===== src/include/dram_cfg.svh =====
// DRAM model sizing macros
`ifndef DRAM_CFG_SVH
`define DRAM_CFG_SVH

// --------------------
// Command bus
// --------------------
`define DRAM_ADDR_W 8
`define DRAM_BANK_W 2

// Location fields
// Row taken from the low address bits at activate
`define DRAM_ROW_W 4
// Column taken from the low address bits at read and write
`define DRAM_COL_W 6

// --------------------
// Data path
// --------------------
`define DRAM_DATA_W 64
`define DRAM_ECC_W 8
`define DRAM_WORD_W 72

// Beat slots in each latency queue
`define DRAM_SLOT_DEPTH 32

`endif


===== src/hdl/dram_mode_pkg.sv =====
// DRAM mode register types
package dram_mode_pkg;

	// --------------------
	// Mode register fields
	// --------------------

	// Burst length code from addr[2:0]
	// Codes above bl_4 behave as bl_4
	typedef enum logic [2:0] {
		bl_1 = 3'd0,
		bl_2 = 3'd1,
		bl_4 = 3'd2
	} burst_code_e;

	// Mode register target, taken from the bank bits
	typedef enum logic [1:0] {
		mode_timing = 2'd0,
		mode_align  = 2'd1
	} mode_sel_e;

	// CAS latency from addr[6:4], alignment from addr[5:3]
	typedef logic [2:0] cas_lat_t;
	typedef logic [2:0] align_lat_t;

	// Values after reset
	localparam burst_code_e burst_rst = bl_4;
	localparam cas_lat_t    cas_rst   = 3'd2;
	localparam align_lat_t  align_rst = 3'd0;

endpackage


===== src/hdl/dram_cmd_pkg.sv =====
// DRAM command bus types
`include "dram_cfg.svh"

package dram_cmd_pkg;

	// --------------------
	// Decoded command
	// --------------------
	typedef enum logic [2:0] {
		cmd_nop,
		cmd_activate,
		cmd_read,
		cmd_write,
		cmd_mode_set
	} dram_cmd_e;

	// One storage word with check bits on top
	typedef struct packed {
		logic [`DRAM_ECC_W-1:0]  ecc;
		logic [`DRAM_DATA_W-1:0] data;
	} dram_word_t;

	// 12-bit storage location
	// Bank in the low bits
	typedef struct packed {
		logic [`DRAM_ROW_W-1:0]  row;
		logic [`DRAM_COL_W-1:0]  col;
		logic [`DRAM_BANK_W-1:0] bank;
	} dram_loc_t;

endpackage


===== src/hdl/dram_cmd_decode.sv =====
// DRAM command decoder
`include "dram_cfg.svh"

module dram_cmd_decode (
	input  logic                    clk,
	input  logic                    arst_n,
	input  logic                    cs_n,
	input  logic                    ras_n,
	input  logic                    cas_n,
	input  logic                    we_n,
	input  logic [`DRAM_BANK_W-1:0] ba,
	input  logic [`DRAM_ADDR_W-1:0] addr,
	output logic                    cmd_valid,
	output dram_cmd_pkg::dram_cmd_e cmd,
	output dram_cmd_pkg::dram_loc_t loc,
	output logic [3:0]              burst_len,
	output logic [3:0]              read_lat,
	output logic [3:0]              write_lat
);

	localparam int bank_cnt = 1 << `DRAM_BANK_W;

	// Registered command bus
	logic                    cs_n_q;
	logic                    ras_n_q;
	logic                    cas_n_q;
	logic                    we_n_q;
	logic [`DRAM_BANK_W-1:0] ba_q;
	logic [`DRAM_ADDR_W-1:0] addr_q;

	dram_cmd_pkg::dram_cmd_e cmd_dec;

	// Open row per bank
	logic [`DRAM_ROW_W-1:0] row_q [bank_cnt];

	// Mode fields
	dram_mode_pkg::burst_code_e burst_code_q;
	dram_mode_pkg::cas_lat_t    cas_lat_q;
	dram_mode_pkg::align_lat_t  align_lat_q;

	// --------------------
	// Capture edge
	// --------------------
	// Strobes idle high so reset decodes as nop
	always_ff @(posedge clk or negedge arst_n)
	begin
		if (!arst_n)
		begin
			cs_n_q  <= 1'b1;
			ras_n_q <= 1'b1;
			cas_n_q <= 1'b1;
			we_n_q  <= 1'b1;
		end
		else
		begin
			cs_n_q  <= cs_n;
			ras_n_q <= ras_n;
			cas_n_q <= cas_n;
			we_n_q  <= we_n;
		end
	end

	// Bank and address capture
	always_ff @(posedge clk)
	begin
		ba_q   <= ba;
		addr_q <= addr;
	end

	// --------------------
	// Decode
	// --------------------
	always_comb
	begin
		case ({cs_n_q, ras_n_q, cas_n_q, we_n_q})
			4'b0101: cmd_dec = dram_cmd_pkg::cmd_read;
			4'b0100: cmd_dec = dram_cmd_pkg::cmd_write;
			4'b0011: cmd_dec = dram_cmd_pkg::cmd_activate;
			4'b0000: cmd_dec = dram_cmd_pkg::cmd_mode_set;
			// Deselect and precharge/refresh fall here
			default: cmd_dec = dram_cmd_pkg::cmd_nop;
		endcase
	end

	// --------------------
	// Row and mode state
	// --------------------
	always_ff @(posedge clk or negedge arst_n)
	begin
		if (!arst_n)
		begin
			for (int i = 0; i < bank_cnt; i++)
			begin
				row_q[i] <= '0;
			end
			burst_code_q <= dram_mode_pkg::burst_rst;
			cas_lat_q    <= dram_mode_pkg::cas_rst;
			align_lat_q  <= dram_mode_pkg::align_rst;
		end
		else
		begin
			case (cmd_dec)
				// Latch row for this bank
				dram_cmd_pkg::cmd_activate: row_q[ba_q] <= addr_q[`DRAM_ROW_W-1:0];
				dram_cmd_pkg::cmd_mode_set:
				begin
					// Bank bits pick the register
					case (dram_mode_pkg::mode_sel_e'(ba_q))
						dram_mode_pkg::mode_timing:
						begin
							burst_code_q <= dram_mode_pkg::burst_code_e'(addr_q[2:0]);
							cas_lat_q    <= addr_q[6:4];
						end
						dram_mode_pkg::mode_align: align_lat_q <= addr_q[5:3];
						default: ;
					endcase
				end
				default: ;
			endcase
		end
	end

	// --------------------
	// Scheduler request
	// --------------------
	always_comb
	begin
		case (burst_code_q)
			dram_mode_pkg::bl_1: burst_len = 4'd1;
			dram_mode_pkg::bl_2: burst_len = 4'd2;
			default:             burst_len = 4'd4;
		endcase
	end

	assign read_lat  = {1'b0, align_lat_q} + {1'b0, cas_lat_q};
	assign write_lat = read_lat - 4'd1;

	// Only column accesses reach the scheduler
	assign cmd_valid = (cmd_dec == dram_cmd_pkg::cmd_read) ||
		(cmd_dec == dram_cmd_pkg::cmd_write);
	assign cmd = cmd_dec;

	// Row comes from the bank's open row
	assign loc.row  = row_q[ba_q];
	assign loc.col  = addr_q[`DRAM_COL_W-1:0];
	assign loc.bank = ba_q;

endmodule


===== config.mk =====
export PLATFORM = sky130hd
export DESIGN_NAME = dram_cmd_decode
export DESIGN_NICKNAME = d
export VERILOG_FILES = /design/src/hdl/dram_mode_pkg.sv /design/src/hdl/dram_cmd_pkg.sv /design/src/hdl/dram_cmd_decode.sv
export VERILOG_INCLUDE_DIRS = /design/src /design/src/include
export SDC_FILE = /design/constraint.sdc
export NUM_CORES = 1
export LEC_CHECK = 0
export ABC_AREA = 1
export BUFFER_PORTS_ARGS = -buffer_cell sky130_fd_sc_hd__buf_2
export CORE_ASPECT_RATIO = 0.5
export CORE_MARGIN = 3
export CORE_UTILIZATION = 56
export DETAILED_ROUTE_END_ITERATION = 8
export GPL_TIMING_DRIVEN = 0
export HOLD_SLACK_MARGIN = 0.1
export MAX_ROUTING_LAYER = met4
export PLACE_DENSITY = 0.91
export SYNTH_ARGS = -nofsm -noshare
export SYNTH_HDL_FRONTEND = slang
export SYNTH_SLANG_ARGS = --single-unit

===== constraint.sdc =====
create_clock -name clk -period 4 [get_ports clk]
set_input_delay 0.8 -clock clk [delete_from_list [all_inputs] [get_ports clk]]
set_output_delay 0.8 -clock clk [all_outputs]
set_load 0.005 [all_outputs]

# == Word level (Yosys, flattened, before mapping) ==
# Cells that the tools add are included.
# Widths: inputs -> output; s select.
# word_totals
ff_bits,38
in_bits,16
output_inout_bits,28
# op_classes
add_sub_neg,2
magnitude_cmp,2
eq_ne,9
muxes,8
n_bitwise,1
n_reduce_logical,7
# op_table
operator,count
$bwmux 16,1
$mux 4,3
$pmux 3 s4,1
$bmux 4 s2,1
$demux 4 s2,1
$eq 4x3->1 const B,2
$eq 3x1->1 const B,2
$eq 3x2->1 const B,2
$pmux 3 s2,1
$add 3x3->4,1
$eq 4x2->1 const B,1
$logic_not 4->1,1
$reduce_and 2->1,2
$sub 4x1->4 const B,1
$eq 3x3->1 const B,1
$ge 3x3->1 const B,1
$logic_not 3->1,1
$lt 3x1->1 const B,1
$not 2->3,1
$eq 2x1->1 const B,1
$logic_not 2->1,1
$logic_and 1x1->1,1
$logic_or 1x1->1,1

# == Longest topological paths before layout ==
# depth
ltp_word,6
depth_mapped,8

# == Worst setup path before layout ==
# OpenSTA, ideal clock, no wires.
# synth_path
path_type,register -> output
startpoint,register cas_lat_q[0]
endpoint,output write_lat[2]
t_arrival_ps,1497
path_slack_ps,1703
path_stages_with_launch,6
cell_sequence,dfrtp_1 > ha_1 > fa_1 > inv_1 > ha_1 > xor2_1
# synth_via
elab_chain_len,2
# synth_lines
item,line,text
start: declaration,dram_cmd_decode.sv:38,dram_mode_pkg::cas_lat_t cas_lat_q;
start signal: assignment,dram_cmd_decode.sv:97,cas_lat_q <= dram_mode_pkg::cas_rst;
start signal: assignment,dram_cmd_decode.sv:112,cas_lat_q <= addr_q[6:4];
$add 3x3->4,dram_cmd_decode.sv:135,"assign read_lat = {1'b0, align_lat_q} + {1'b0, cas_lat_q};"
named net read_lat[1],dram_cmd_decode.sv:17,"output logic [3:0] read_lat,"
$sub 4x1->4,dram_cmd_decode.sv:136,assign write_lat = read_lat - 4'd1;
end: declaration,dram_cmd_decode.sv:18,output logic [3:0] write_lat
# The timed path passes the listed nets, and every way through them passes these cells.

# == Final worst setup path ==
# layout_path
startpoint,register cas_lat_q[0]
endpoint,output write_lat[2]
# layout_via
elab_chain_len,2
# layout_lines
item,line
$add 3x3->4,dram_cmd_decode.sv:135
$sub 4x1->4,dram_cmd_decode.sv:136
# Every way passes these cells.

==> results.ini <==
[cells_and_area]
final_nets=277
area_growth_pct=20.8
drive_gt1_share_pct=32.3
final.fill_count=175
antenna_cells=0
mostFrequentLayoutCell=nand2_1
mostFrequentLayoutCells=93 x nand2_1, 42 x buf_2, 23 x dfrtp_1, 16 x nand4_1, 11 x inv_1
finalCoreUtilization_pct=76.2

[timing]
fin_skew_ns=0.00862
timing.hold.ws_ns=0.439
setup_violations=0
min_period_over_period_pct=68.4
setup-tns-final_ns=0
final.min_clock_period_ns=2.74
worst_pin_slew_ns=0.623
hold_violations=0
max_slew_margin_pct=58.5
slew_violations=0
rsz0062_at_grt=no
max_freq_mhz=365

[route]
wl_mm=3.73
post_drt_wl_per_cell_um=12.7
drt_iter0_markers=79
vias_per_cell=5.18
vias=1523
drt-pass1-iter-count=4
route.detailed.drc=0
route.antenna.remaining_nets=0

[place]
place_hpwl_mm=2.71
gp_congestion=0.795
portBuffers=41

[min_path]
hold_path_end=cas_lat_q[1]$_DFFE_PN1P_
hold_depth=2
hp-start=addr_q[5]$_DFF_P_
hp-class=reg -> reg

[clock_network]
htreeDepth=2
cts_sinks=38
cts_root_buf=clkbuf_8
cts_resized=0
cts_setup_buffers=0
clock_latency_ns=0.30
clk_pin_slew_ns=0.08
cts_tree=built
ctsHoldBuffers=0
clock_path_buffers=2
cts_buffers=5

[global_routing]
grt_max_degree=30
antenna_found_initial=0
grt_use_total_pct=21.8
gr-total-overflow=0
grt_pass1_vias=1395
grt_pass1_wl_mm=6.23

[worst_setup_path]
crit_path_end_kind=primary output
cpLargestDelayFamily=adder cells
worstRegToRegCells=5
cp_num_buf_inv=2
critPathLaunchType=register
crit_type=reg -> out
timing.rr.start=cas_n_q$_DFF_PN1_
crit_path_frequent_cell=ha_1
r2r_slack_ns=2.68
crit_fanout=3
r2r-end=row_q[6]$_DFFE_PN0P_
crit_chain=ha_1, fa_1, inv_1, ha_1, xor2_1, buf_2
arrival_ns=1.94
cp_slowest_cell=fa_1
crit_required_ns=3.20
crit_path_max_incr_delay_ns=0.52

[die]
dieWidth_um=85.1
core_um2=2780
rows=13
die-area_um2=3880
fp.dieH_um=45.6
io_pins=44
initial_core_util_pct=63.0

[logic_synthesis]
synth-seq-area-share_pct=52.1
synthSimpleGateAreaFrac_pct=34.8
synth_area_leaders=dfrtp_1 33%, nand2_1 20%, dfxtp_1 10%
synth-seq-cells=38
yosysUniqueCellTypes=20
synth_top_area_share_pct=32.8
synth_nets=229
avgSynthCellArea_um2=8.43
synthCells=208
synth_mux_area_share_pct=0
yosys.area.top_type=dfrtp_1
netlist_area_um2=1750
synth-adder-area-share_pct=4.00
synth_warnings=0
synth_top_family_by_area=simple AND/OR/NAND/NOR gates
synth_compound_area_share_pct=0
synth_xor_area_share_pct=0.500

[outcome]
outcome=completed

[power_and_ir_drop]
p_per_area_nw_per_um2=494
vdd_drop_max_uv=314
leakage_nw=1.17

[flow_run]
drv_cap=0

## power by group
part	leakage, nW	internal (mW)	switching (mW)
sequential	0.437	0.440	0.0369
clock	0.0504	0.185	0.142
combinational	0.678	0.111	0.131
total	1.17	0.736	0.309
## how the worst max path moves through the flow
stage,from,endpoint,slack (ns),cells after the start
floorplan,cas_lat_q[0]$_DFFE_PN0P_,write_lat[2],1.70,5
global placement,cas_lat_q[0]$_DFFE_PN0P_,write_lat[2],1.60,6
detailed placement,cas_lat_q[0]$_DFFE_PN0P_,write_lat[2],1.58,6
CTS,cas_lat_q[0]$_DFFE_PN0P_,write_lat[2],1.25,6
global route,cas_lat_q[0]$_DFFE_PN0P_,write_lat[3],1.10,8
finish,cas_lat_q[0]$_DFFE_PN0P_,write_lat[2],1.26,6
## layout make-up
cell class              instances  area (um2)  share of cell area [%]
inverters                      17        63.8                    3.01
plain buffers                  11        83.8                    3.96
repair buffers                 41         205                    9.69
clock buffers                   5        68.8                    3.25
well taps                      37        46.3                    2.19
clock inverters                 3        45.0                    2.13
flip-flops and latches         38         913                    43.1
multi-input cells             142         692                    32.7
## kinds of logic (layout without fill, tap and decap cells)
group                    count (synthesis)  count (layout)
AND/OR/NAND/NOR                        135             135
XOR/XNOR                                 1               1
other                                    1               1
buffers and inverters                   28              77
adder cells (fa/ha/maj)                  5               5
flip-flops                              38              38
## flip-flops by register name (all words and copies together), names as in the netlist
name          cells
we_n_q            1
cs_n_q            1
row_q            16
addr_q            7
cas_n_q           1
align_lat_q       3
ba_q              2
burst_code_q      3
ras_n_q           1
cas_lat_q         3
## cell usage after synthesis, drive strengths merged
cell	instances
ha	4
xor2	1
dfstp	6
nor2	15
dfrtp	23
fa	1
nand4	16
buf	11
nand3	10
or2	1
conb	1
dfxtp	9
inv	17
nand2	93
## metrics by stage
stage	setup WS [ns]	power [mW]	instance area (um2)	instances
finish	1.26	1.05	2120	294
global route	1.10	1.11	2120	294
CTS	1.25	1.05	2120	294
detailed placement	1.58	0.724	2000	286
global placement	1.60	0.710	2000	286
floorplan	1.70	0.623	1750	208
## routing by layer
| metal | GRT usage [%] | part of all wire (%) |
|---|---|---|
| met4 | 10.4 | 2.7 |
| met1 | 25.7 | 41 |
| met3 | 5.78 | 7.4 |
| met2 | 35.8 | 49 |
| met5 | - | 0 |
## worst min-delay path, cell delays in order (launching register included)
cell and delay, ns:
dfxtp_1 0.34, nand2_1 0.07, nand2_1 0.04
(Power assumes the default switching activity.)
