`config.mk`:
```
export PLATFORM = sky130hd
export DESIGN_NAME = dram_burst_sched
export DESIGN_NICKNAME = d
export VERILOG_FILES = /design/src/hdl/dram_cmd_pkg.sv /design/src/hdl/dram_burst_sched.sv
export VERILOG_INCLUDE_DIRS = /design/src /design/src/include
export SDC_FILE = /design/constraint.sdc
export NUM_CORES = 2
export LEC_CHECK = 0
export BUFFER_PORTS_ARGS = -buffer_cell sky130_fd_sc_hd__buf_2
export CORE_ASPECT_RATIO = 0.7
export CORE_MARGIN = 5
export CORE_UTILIZATION = 45
export CTS_BUF_LIST = sky130_fd_sc_hd__clkbuf_16
export DETAILED_ROUTE_END_ITERATION = 7
export GPL_ROUTABILITY_DRIVEN = 1
export GPL_TIMING_DRIVEN = 1
export PLACE_DENSITY_LB_ADDON = 0.05
export SLEW_MARGIN = 40
export SYNTH_ARGS = -nofsm -noshare
export SYNTH_HDL_FRONTEND = slang
export SYNTH_SLANG_ARGS = --single-unit
export TNS_END_PERCENT = 20
```
`constraint.sdc`:
```
create_clock -name clk -period 4.5 [get_ports clk]
set_input_delay 0.45 -clock clk [delete_from_list [all_inputs] [get_ports clk]]
set_output_delay 0.45 -clock clk [all_outputs]
set_load 0.005 [all_outputs]
```
`src/include/dram_cfg.svh`:
```
// DRAM model sizing macros
`ifndef DRAM_CFG_SVH
`define DRAM_CFG_SVH

// --------------------
// Command bus
// --------------------
`define DRAM_ADDR_W 8
`define DRAM_BANK_W 2

// Location fields
// Row taken from the low address bits at activate
`define DRAM_ROW_W 4
// Column taken from the low address bits at read and write
`define DRAM_COL_W 6

// --------------------
// Data path
// --------------------
`define DRAM_DATA_W 64
`define DRAM_ECC_W 8
`define DRAM_WORD_W 72

// Beat slots in each latency queue
`define DRAM_SLOT_DEPTH 32

`endif

```
`src/hdl/dram_cmd_pkg.sv`:
```
// DRAM command bus types
`include "dram_cfg.svh"

package dram_cmd_pkg;

	// --------------------
	// Decoded command
	// --------------------
	typedef enum logic [2:0] {
		cmd_nop,
		cmd_activate,
		cmd_read,
		cmd_write,
		cmd_mode_set
	} dram_cmd_e;

	// One storage word with check bits on top
	typedef struct packed {
		logic [`DRAM_ECC_W-1:0]  ecc;
		logic [`DRAM_DATA_W-1:0] data;
	} dram_word_t;

	// 12-bit storage location
	// Bank in the low bits
	typedef struct packed {
		logic [`DRAM_ROW_W-1:0]  row;
		logic [`DRAM_COL_W-1:0]  col;
		logic [`DRAM_BANK_W-1:0] bank;
	} dram_loc_t;

endpackage

```
`src/hdl/dram_burst_sched.sv`:
```
// DRAM burst slot scheduler
`include "dram_cfg.svh"

module dram_burst_sched (
	input  logic                     clk,
	input  logic                     arst_n,
	input  logic                     cmd_valid,
	input  dram_cmd_pkg::dram_cmd_e  cmd,
	input  dram_cmd_pkg::dram_loc_t  loc,
	input  logic [3:0]               burst_len,
	input  logic [3:0]               read_lat,
	input  logic [3:0]               write_lat,
	input  logic [`DRAM_DATA_W-1:0]  dq_in,
	input  logic [`DRAM_ECC_W-1:0]   ecc_in,
	output logic                     rd_en,
	output dram_cmd_pkg::dram_loc_t  rd_loc,
	input  dram_cmd_pkg::dram_word_t rd_data,
	output logic                     wr_en,
	output dram_cmd_pkg::dram_loc_t  wr_loc,
	output dram_cmd_pkg::dram_word_t wr_data,
	output logic [`DRAM_DATA_W-1:0]  dq_out,
	output logic [`DRAM_ECC_W-1:0]   ecc_out,
	output logic                     dq_oe,
	output logic                     dqs_out,
	output logic                     dqs_oe
);

	localparam int depth     = `DRAM_SLOT_DEPTH;
	localparam int slot_w    = $clog2(`DRAM_SLOT_DEPTH);
	localparam int max_burst = 4;

	// Slot queues with slot 0 at the head
	logic [depth-1:0]        rd_valid_q;
	logic [depth-1:0]        rd_valid_nxt;
	logic [depth-1:0]        wr_valid_q;
	logic [depth-1:0]        wr_valid_nxt;
	dram_cmd_pkg::dram_loc_t rd_loc_q   [depth];
	dram_cmd_pkg::dram_loc_t rd_loc_nxt [depth];
	dram_cmd_pkg::dram_loc_t wr_loc_q   [depth];
	dram_cmd_pkg::dram_loc_t wr_loc_nxt [depth];

	// Beat address with the low two column bits wrapped
	function automatic dram_cmd_pkg::dram_loc_t beat_loc(
		input dram_cmd_pkg::dram_loc_t start,
		input logic [1:0]              beat
	);
		dram_cmd_pkg::dram_loc_t l;
		l = start;
		l.col[1:0] = start.col[1:0] + beat;
		return l;
	endfunction

	// --------------------
	// Shift and fill
	// --------------------
	always_comb
	begin
		logic [3:0]        base;
		logic [slot_w-1:0] idx;

		// Everything moves one slot toward the head
		rd_valid_nxt = {1'b0, rd_valid_q[depth-1:1]};
		wr_valid_nxt = {1'b0, wr_valid_q[depth-1:1]};
		for (int i = 0; i < depth - 1; i++)
		begin
			rd_loc_nxt[i] = rd_loc_q[i+1];
			wr_loc_nxt[i] = wr_loc_q[i+1];
		end
		rd_loc_nxt[depth-1] = '0;
		wr_loc_nxt[depth-1] = '0;

		// Slot n of a burst sits at latency + n
		// Newer command overwrites an occupied slot
		base = (cmd == dram_cmd_pkg::cmd_read) ? read_lat : write_lat;
		idx  = '0;
		if (cmd_valid)
		begin
			for (int n = 0; n < max_burst; n++)
			begin
				if (n < burst_len)
				begin
					idx = slot_w'(base) + slot_w'(n);
					if (cmd == dram_cmd_pkg::cmd_read)
					begin
						rd_valid_nxt[idx] = 1'b1;
						rd_loc_nxt[idx]   = beat_loc(loc, 2'(n));
					end
					else
					begin
						wr_valid_nxt[idx] = 1'b1;
						wr_loc_nxt[idx]   = beat_loc(loc, 2'(n));
					end
				end
			end
		end
	end

	// --------------------
	// Queue and strobe state
	// --------------------
	always_ff @(posedge clk or negedge arst_n)
	begin
		if (!arst_n)
		begin
			rd_valid_q <= '0;
			wr_valid_q <= '0;
			dq_oe      <= 1'b0;
			dqs_oe     <= 1'b0;
			dqs_out    <= 1'b0;
		end
		else
		begin
			rd_valid_q <= rd_valid_nxt;
			wr_valid_q <= wr_valid_nxt;
			// Head beat drives the bus next cycle
			dq_oe <= rd_valid_q[0];
			// Beat at the head next means preamble now
			dqs_oe <= rd_valid_q[0] | rd_valid_nxt[0];
			// One toggle per beat and parked low otherwise
			dqs_out <= rd_valid_q[0] ? ~dqs_out : 1'b0;
		end
	end

	// Slot locations follow the valid bits
	always_ff @(posedge clk)
	begin
		rd_loc_q <= rd_loc_nxt;
		wr_loc_q <= wr_loc_nxt;
	end

	// --------------------
	// Array access at the head
	// --------------------
	assign rd_en  = rd_valid_q[0];
	assign rd_loc = rd_loc_q[0];

	// Read word captured onto the data outputs
	always_ff @(posedge clk)
	begin
		if (rd_valid_q[0])
		begin
			dq_out  <= rd_data.data;
			ecc_out <= rd_data.ecc;
		end
	end

	// Write beat samples the bus at the array's edge
	assign wr_en        = wr_valid_q[0];
	assign wr_loc       = wr_loc_q[0];
	assign wr_data.data = dq_in;
	assign wr_data.ecc  = ecc_in;

endmodule

```
== Yosys cells after proc, flatten, opt, wreduce, memory -nomap -nowiden ==
Index checks and enable logic that the tools add are counted.

* Logic and storage cells: 322
* Bits of input ports: 174
* Register bits after elaboration: 907
* Output and inout port bits: 173

* Multiplexer cells: 74
* Equality and inequality tests: 1
* $lt $le $gt $ge: 20
* $add $sub $neg: 6
* Bitwise gates (word level): 14
* Reductions and logical operators: 8

{| class="wikitable"
|+ Operator list
! cell !! number
|-
| 384-bit two-way mux || 24
|-
| 384-bit bitwise mux || 8
|-
| 32-bit two-way mux || 20
|-
| 12-bit demux with 5-bit select || 4
|-
| 32-bit OR || 6
|-
| 31-bit two-way mux || 4
|-
| 31-bit by 16-bit OR with 31-bit output || 2
|-
| 12-bit two-way mux || 4
|-
| 6-bit >= comparator (second input constant) || 4
|-
| 6-bit by 1-bit < comparator with 1-bit output (second input constant) || 4
|-
| 5-bit by 6-bit < comparator with 1-bit output (second input constant) || 3
|-
| 5-bit inverter with 6-bit output || 3
|-
| 1-bit demux with 5-bit select || 3
|-
| 5-bit by 1-bit >= comparator with 1-bit output (second input constant) || 3
|-
| 4-bit by 2-bit adder with 5-bit output (second input constant) || 2
|-
| 1-bit logical AND || 8
|-
| 1-bit by 4-bit < comparator with 1-bit output (first input constant) || 2
|-
| 2-bit by 4-bit < comparator with 1-bit output (first input constant) || 2
|-
| 4-bit by 6-bit < comparator with 1-bit output (second input constant) || 1
|-
| 4-bit inverter with 6-bit output || 1
|-
| 4-bit by 1-bit adder with 5-bit output (second input constant) || 1
|-
| 1-bit two-way mux || 5
|-
| 2-bit adder (second input constant) || 2
|-
| 1-bit demux with 4-bit select || 1
|-
| 6 further kinds || 6
|}

== Depth between registers and ports, before layout ==
* Depth in word-level cells: 23
* Depth in mapped cells: 17

== Worst setup path after synthesis ==
OpenSTA, ideal clock, no wires.

* Path kind: input -> register
* From: input port cmd[0]
* To: register wr_loc_q[348] (netlist name)
* Slack: 0.587 ns
* Arrival time: 3.792 ns
* Library setup time: 0.121 ns
* Path buffers: 6
* Cell stages on the path: 14
* Path through: or3b_1 > buf_6 > buf_6 > mux2i_2 > inv_1 > ha_1 > buf_2 > buf_2 > clkbuf_1 > xnor2_1 > buf_2 > o21ai_0 > o21ai_2 > mux2_2

{| class="wikitable"
|+ RTL lines
! element !! RTL line !! source
|-
| start: declaration || dram_burst_sched.sv:8 || <nowiki>input dram_cmd_pkg::dram_cmd_e cmd,</nowiki>
|-
| end signal: assignment || dram_burst_sched.sv:128 || <nowiki>wr_loc_q <= wr_loc_nxt;</nowiki>
|-
| end: declaration || dram_burst_sched.sv:39 || <nowiki>dram_cmd_pkg::dram_loc_t wr_loc_q [depth];</nowiki>
|}

==> impl_results.md <==
- Status: completed
- TNS Setup: 0 ps
- Rel. slew slack: around two fifths
- Pre-CTS setup slack: approximately 240 ps
- Multi-input logic area: 13,070 um2
- Total power: between 15 and 20 mW
- Global router's overall resource usage: 26.86%
- GR Overflow Total: 0
- Ys flop type: dfxtp_1
- Drt wl/cell: 25.86 um
- TritonRoute pass-1 iters: 6
- WL final: ~110,000 um
- Slowest cell delay on critical path: 540 ps
- Number of diodes: 0
- Hold_buf cts: 73
- Post-cts resize count: 0
- Max-cap violations: 0
- CP required: 5040 ps
- Hold Path Class: input pin to flop
- CP cell instances: buf_2 > or3b_2 > mux2i_2 > inv_1 > ha_1 > nor3b_1 > o211ai_1 > a221oi_1 > a311oi_1 > buf_4 > o21ai_0 > buf_4 > nand2_1 > buf_12 > mux2_2
- Worst setup margin: 669.1 ps
- Row Count: 84
- Hold depth: 2
- Most common cell in the synthesized netlist: dfxtp_1
- Clock slew at reported path FFs: 60 ps
- Register area: 19,210 um2
- Num ports: 347
- Hold Violations, Final: 0
- ANT nets after route: 0
- CTS tree: built
- Final Max Slew Viols: 0
- Area contributors post-synth: dfxtp_1, mux2_2, edfxtp_1
- Final setup vio count: 0
- Syn Area/Cell: about 11 um2
- Final Cycle Share: 85.13%
- Ys Warns: 0
- Fraction of layout cells with a size suffix above 1: 30.58%
- Worst r2r path cells: 1
- Initial antenna violation count: 6
- Fmax: 261.0 MHz
- RSZ-0062 raised after global routing: false
- Power Density: around 470 nW/um2
- Slew at the pin with the worst max-slew slack: around 910 ps
- # fillers: 6,675
- Total core area: 75,360 um2
- Commonest cells post-synth: dfxtp_1, mux2_2, clkbuf_1, nand2_1, o21ai_0
- H-tree depth: 3
- Postcts setup bufs: 0
- CTS buffer count: 85
- WP data arrival: between 4000 and 5000 ps
- Mapped Cells: 3,157
- Via count: 24,930
- Synth area leader: dfxtp_1
- Largest net degree at the start of global routing: 78
- Post-synthesis cell type count: 92
- Initial DRC Count: roughly 2,500
- Sequential area share after synthesis: between 50% and 60%
- Nets@finish: 3,483
- Final Skew: 29.30 ps
- Post-synth ARST share: 7.387%
- Cell repeated most along the worst path: buf_4
- First-pass GRT wire length: 165,000 um
- Vias in the first global route: about 24,000
- Flop and latch count out of synthesis: slightly above 900
- Area share of the largest cell type after synthesis: 44.76%
- Hpwl dp: ~79,000 um
- I/O Buffers: 202
- Final min period: approximately 3800 ps
- Worst skew pair latency: 660 ps
- Post-synth EDFFs: just over 70
- Drt via density: 5.709
- Area Overhead vs Synth: 15.62%
- Critical Path End Type: flop
- Starting Density: 45.58%
- # clock sinks: just over 900
- Critical Path Fanout Max: 11
- Startpoint types: input pin
- Worst Setup Path Type: input pin to flop
- Root buf cell: clkbuf_16
- DIE HEIGHT: 241.2 um
- Synth Cell Area: approximately 34,000 um2
- Post-route DRC: 0
- CTS Buffer Depth: 3
- Final Util: 52.70%
- GPL Wtd Cong: 0.9942
- Chip width: roughly 340 um
- Slowest cell on crit path: a221oi_1
- Die area: 82,050 um2
- Max IR drop VDD: between 300 and 400 uV
- Leakage: 16.32 nW
- R2R Setup Slk: 2710 ps
[final cells by class]
class / instances / share of cell area, %
sequential: 907 / 48.38
multi-input combinational: 1811 / 32.92
timing repair buffer: 475 / 8.510
clock buffer: 87 / 5.482
tap: 989 / 3.116
clock inverter: 71 / 1.339
inverter: 27 / 0.2552
[power breakdown]
part           internal [mW]  leakage [nW]  switching, mW
registers               9.18          7.94          0.350
logic                   1.07          7.00           1.25
clock network           3.69          1.39           3.19
total                   13.9          16.3           4.79
[through the flow]
step,instance area (um2),cells,hold WS (ps)
CTS,39710,4367,126.6
global route,39710,4367,146.1
detailed placement,36270,4136,312.1
floorplan,34440,3182,154.4
finish,39710,4367,163.4
global placement,36250,4136,309.7
[layout by cell type (no fill, tap or decap), types with 72 or more instances in the layout]
cell type,count
nand2_1,234
o21ai_0,153
edfxtp_1,72
a21oi_1,94
clkbuf_16,87
dfxtp_1,768
buf_4,192
nor2_1,148
nand3_1,73
mux2_2,430
buf_2,199
dlygate4sd3_1,73
[final timing paths]
check                         startpoint             to
max                               cmd[0]  rd_loc_q[221]
min                               loc[4]  wr_loc_q[364]
max reg2reg                rd_valid_q[0]      dq_out[7]
min reg2reg                wr_loc_q[138]  wr_loc_q[150]
max in group asynchronous         arst_n  rd_valid_q[1]
min in group asynchronous         arst_n  wr_valid_q[0]
[cells by family (layout without fill, tap and decap cells)]
| family | after synthesis | after routing | share of synthesized area, % |
|---|---|---|---|
| AO/OA/AOI/OAI | 586 | 586 | 11.58 |
| XOR/XNOR | 8 | 8 | 0.2040 |
| adder cells (fa/ha/maj) | 2 | 2 | 0.07284 |
| buffers and inverters | 464 | 660 | 6.422 |
| flip-flops | 907 | 907 | 55.93 |
| multiplexers | 472 | 472 | 15.62 |
| other | 1 | 26 | 0.01092 |
| AND/OR/NAND/NOR | 717 | 717 | 10.16 |
[critical path: cells and delay by family]
family                     cells  cell delay [ps]
AOI/OAI and AO/OA              4             1280
adders and majority gates      1              290
buffers and inverters          5              830
muxes                          2              540
and+or+nand+nor                3              950
[registers in the layout, indices dropped and copies added, names as in the netlist]
name / cells
rd_loc_q: 372
ecc_out: 8
wr_valid_q: 32
dqs_out: 1
rd_valid_q: 32
wr_loc: 12
dq_out: 64
wr_loc_q: 372
dq_oe: 1
dqs_oe: 1
rd_loc: 12
[routing by layer]
layer  up-vias  wire [um]  global-route usage [%]
li1      11290          -                       -
met1     12360      53520                   40.13
met2      1070      46570                   38.61
met3       217       9500                   6.413
met4         0       3344                   8.115
met5         -          0                       0
No activity file was read; power rests on OpenSTA's default activity.
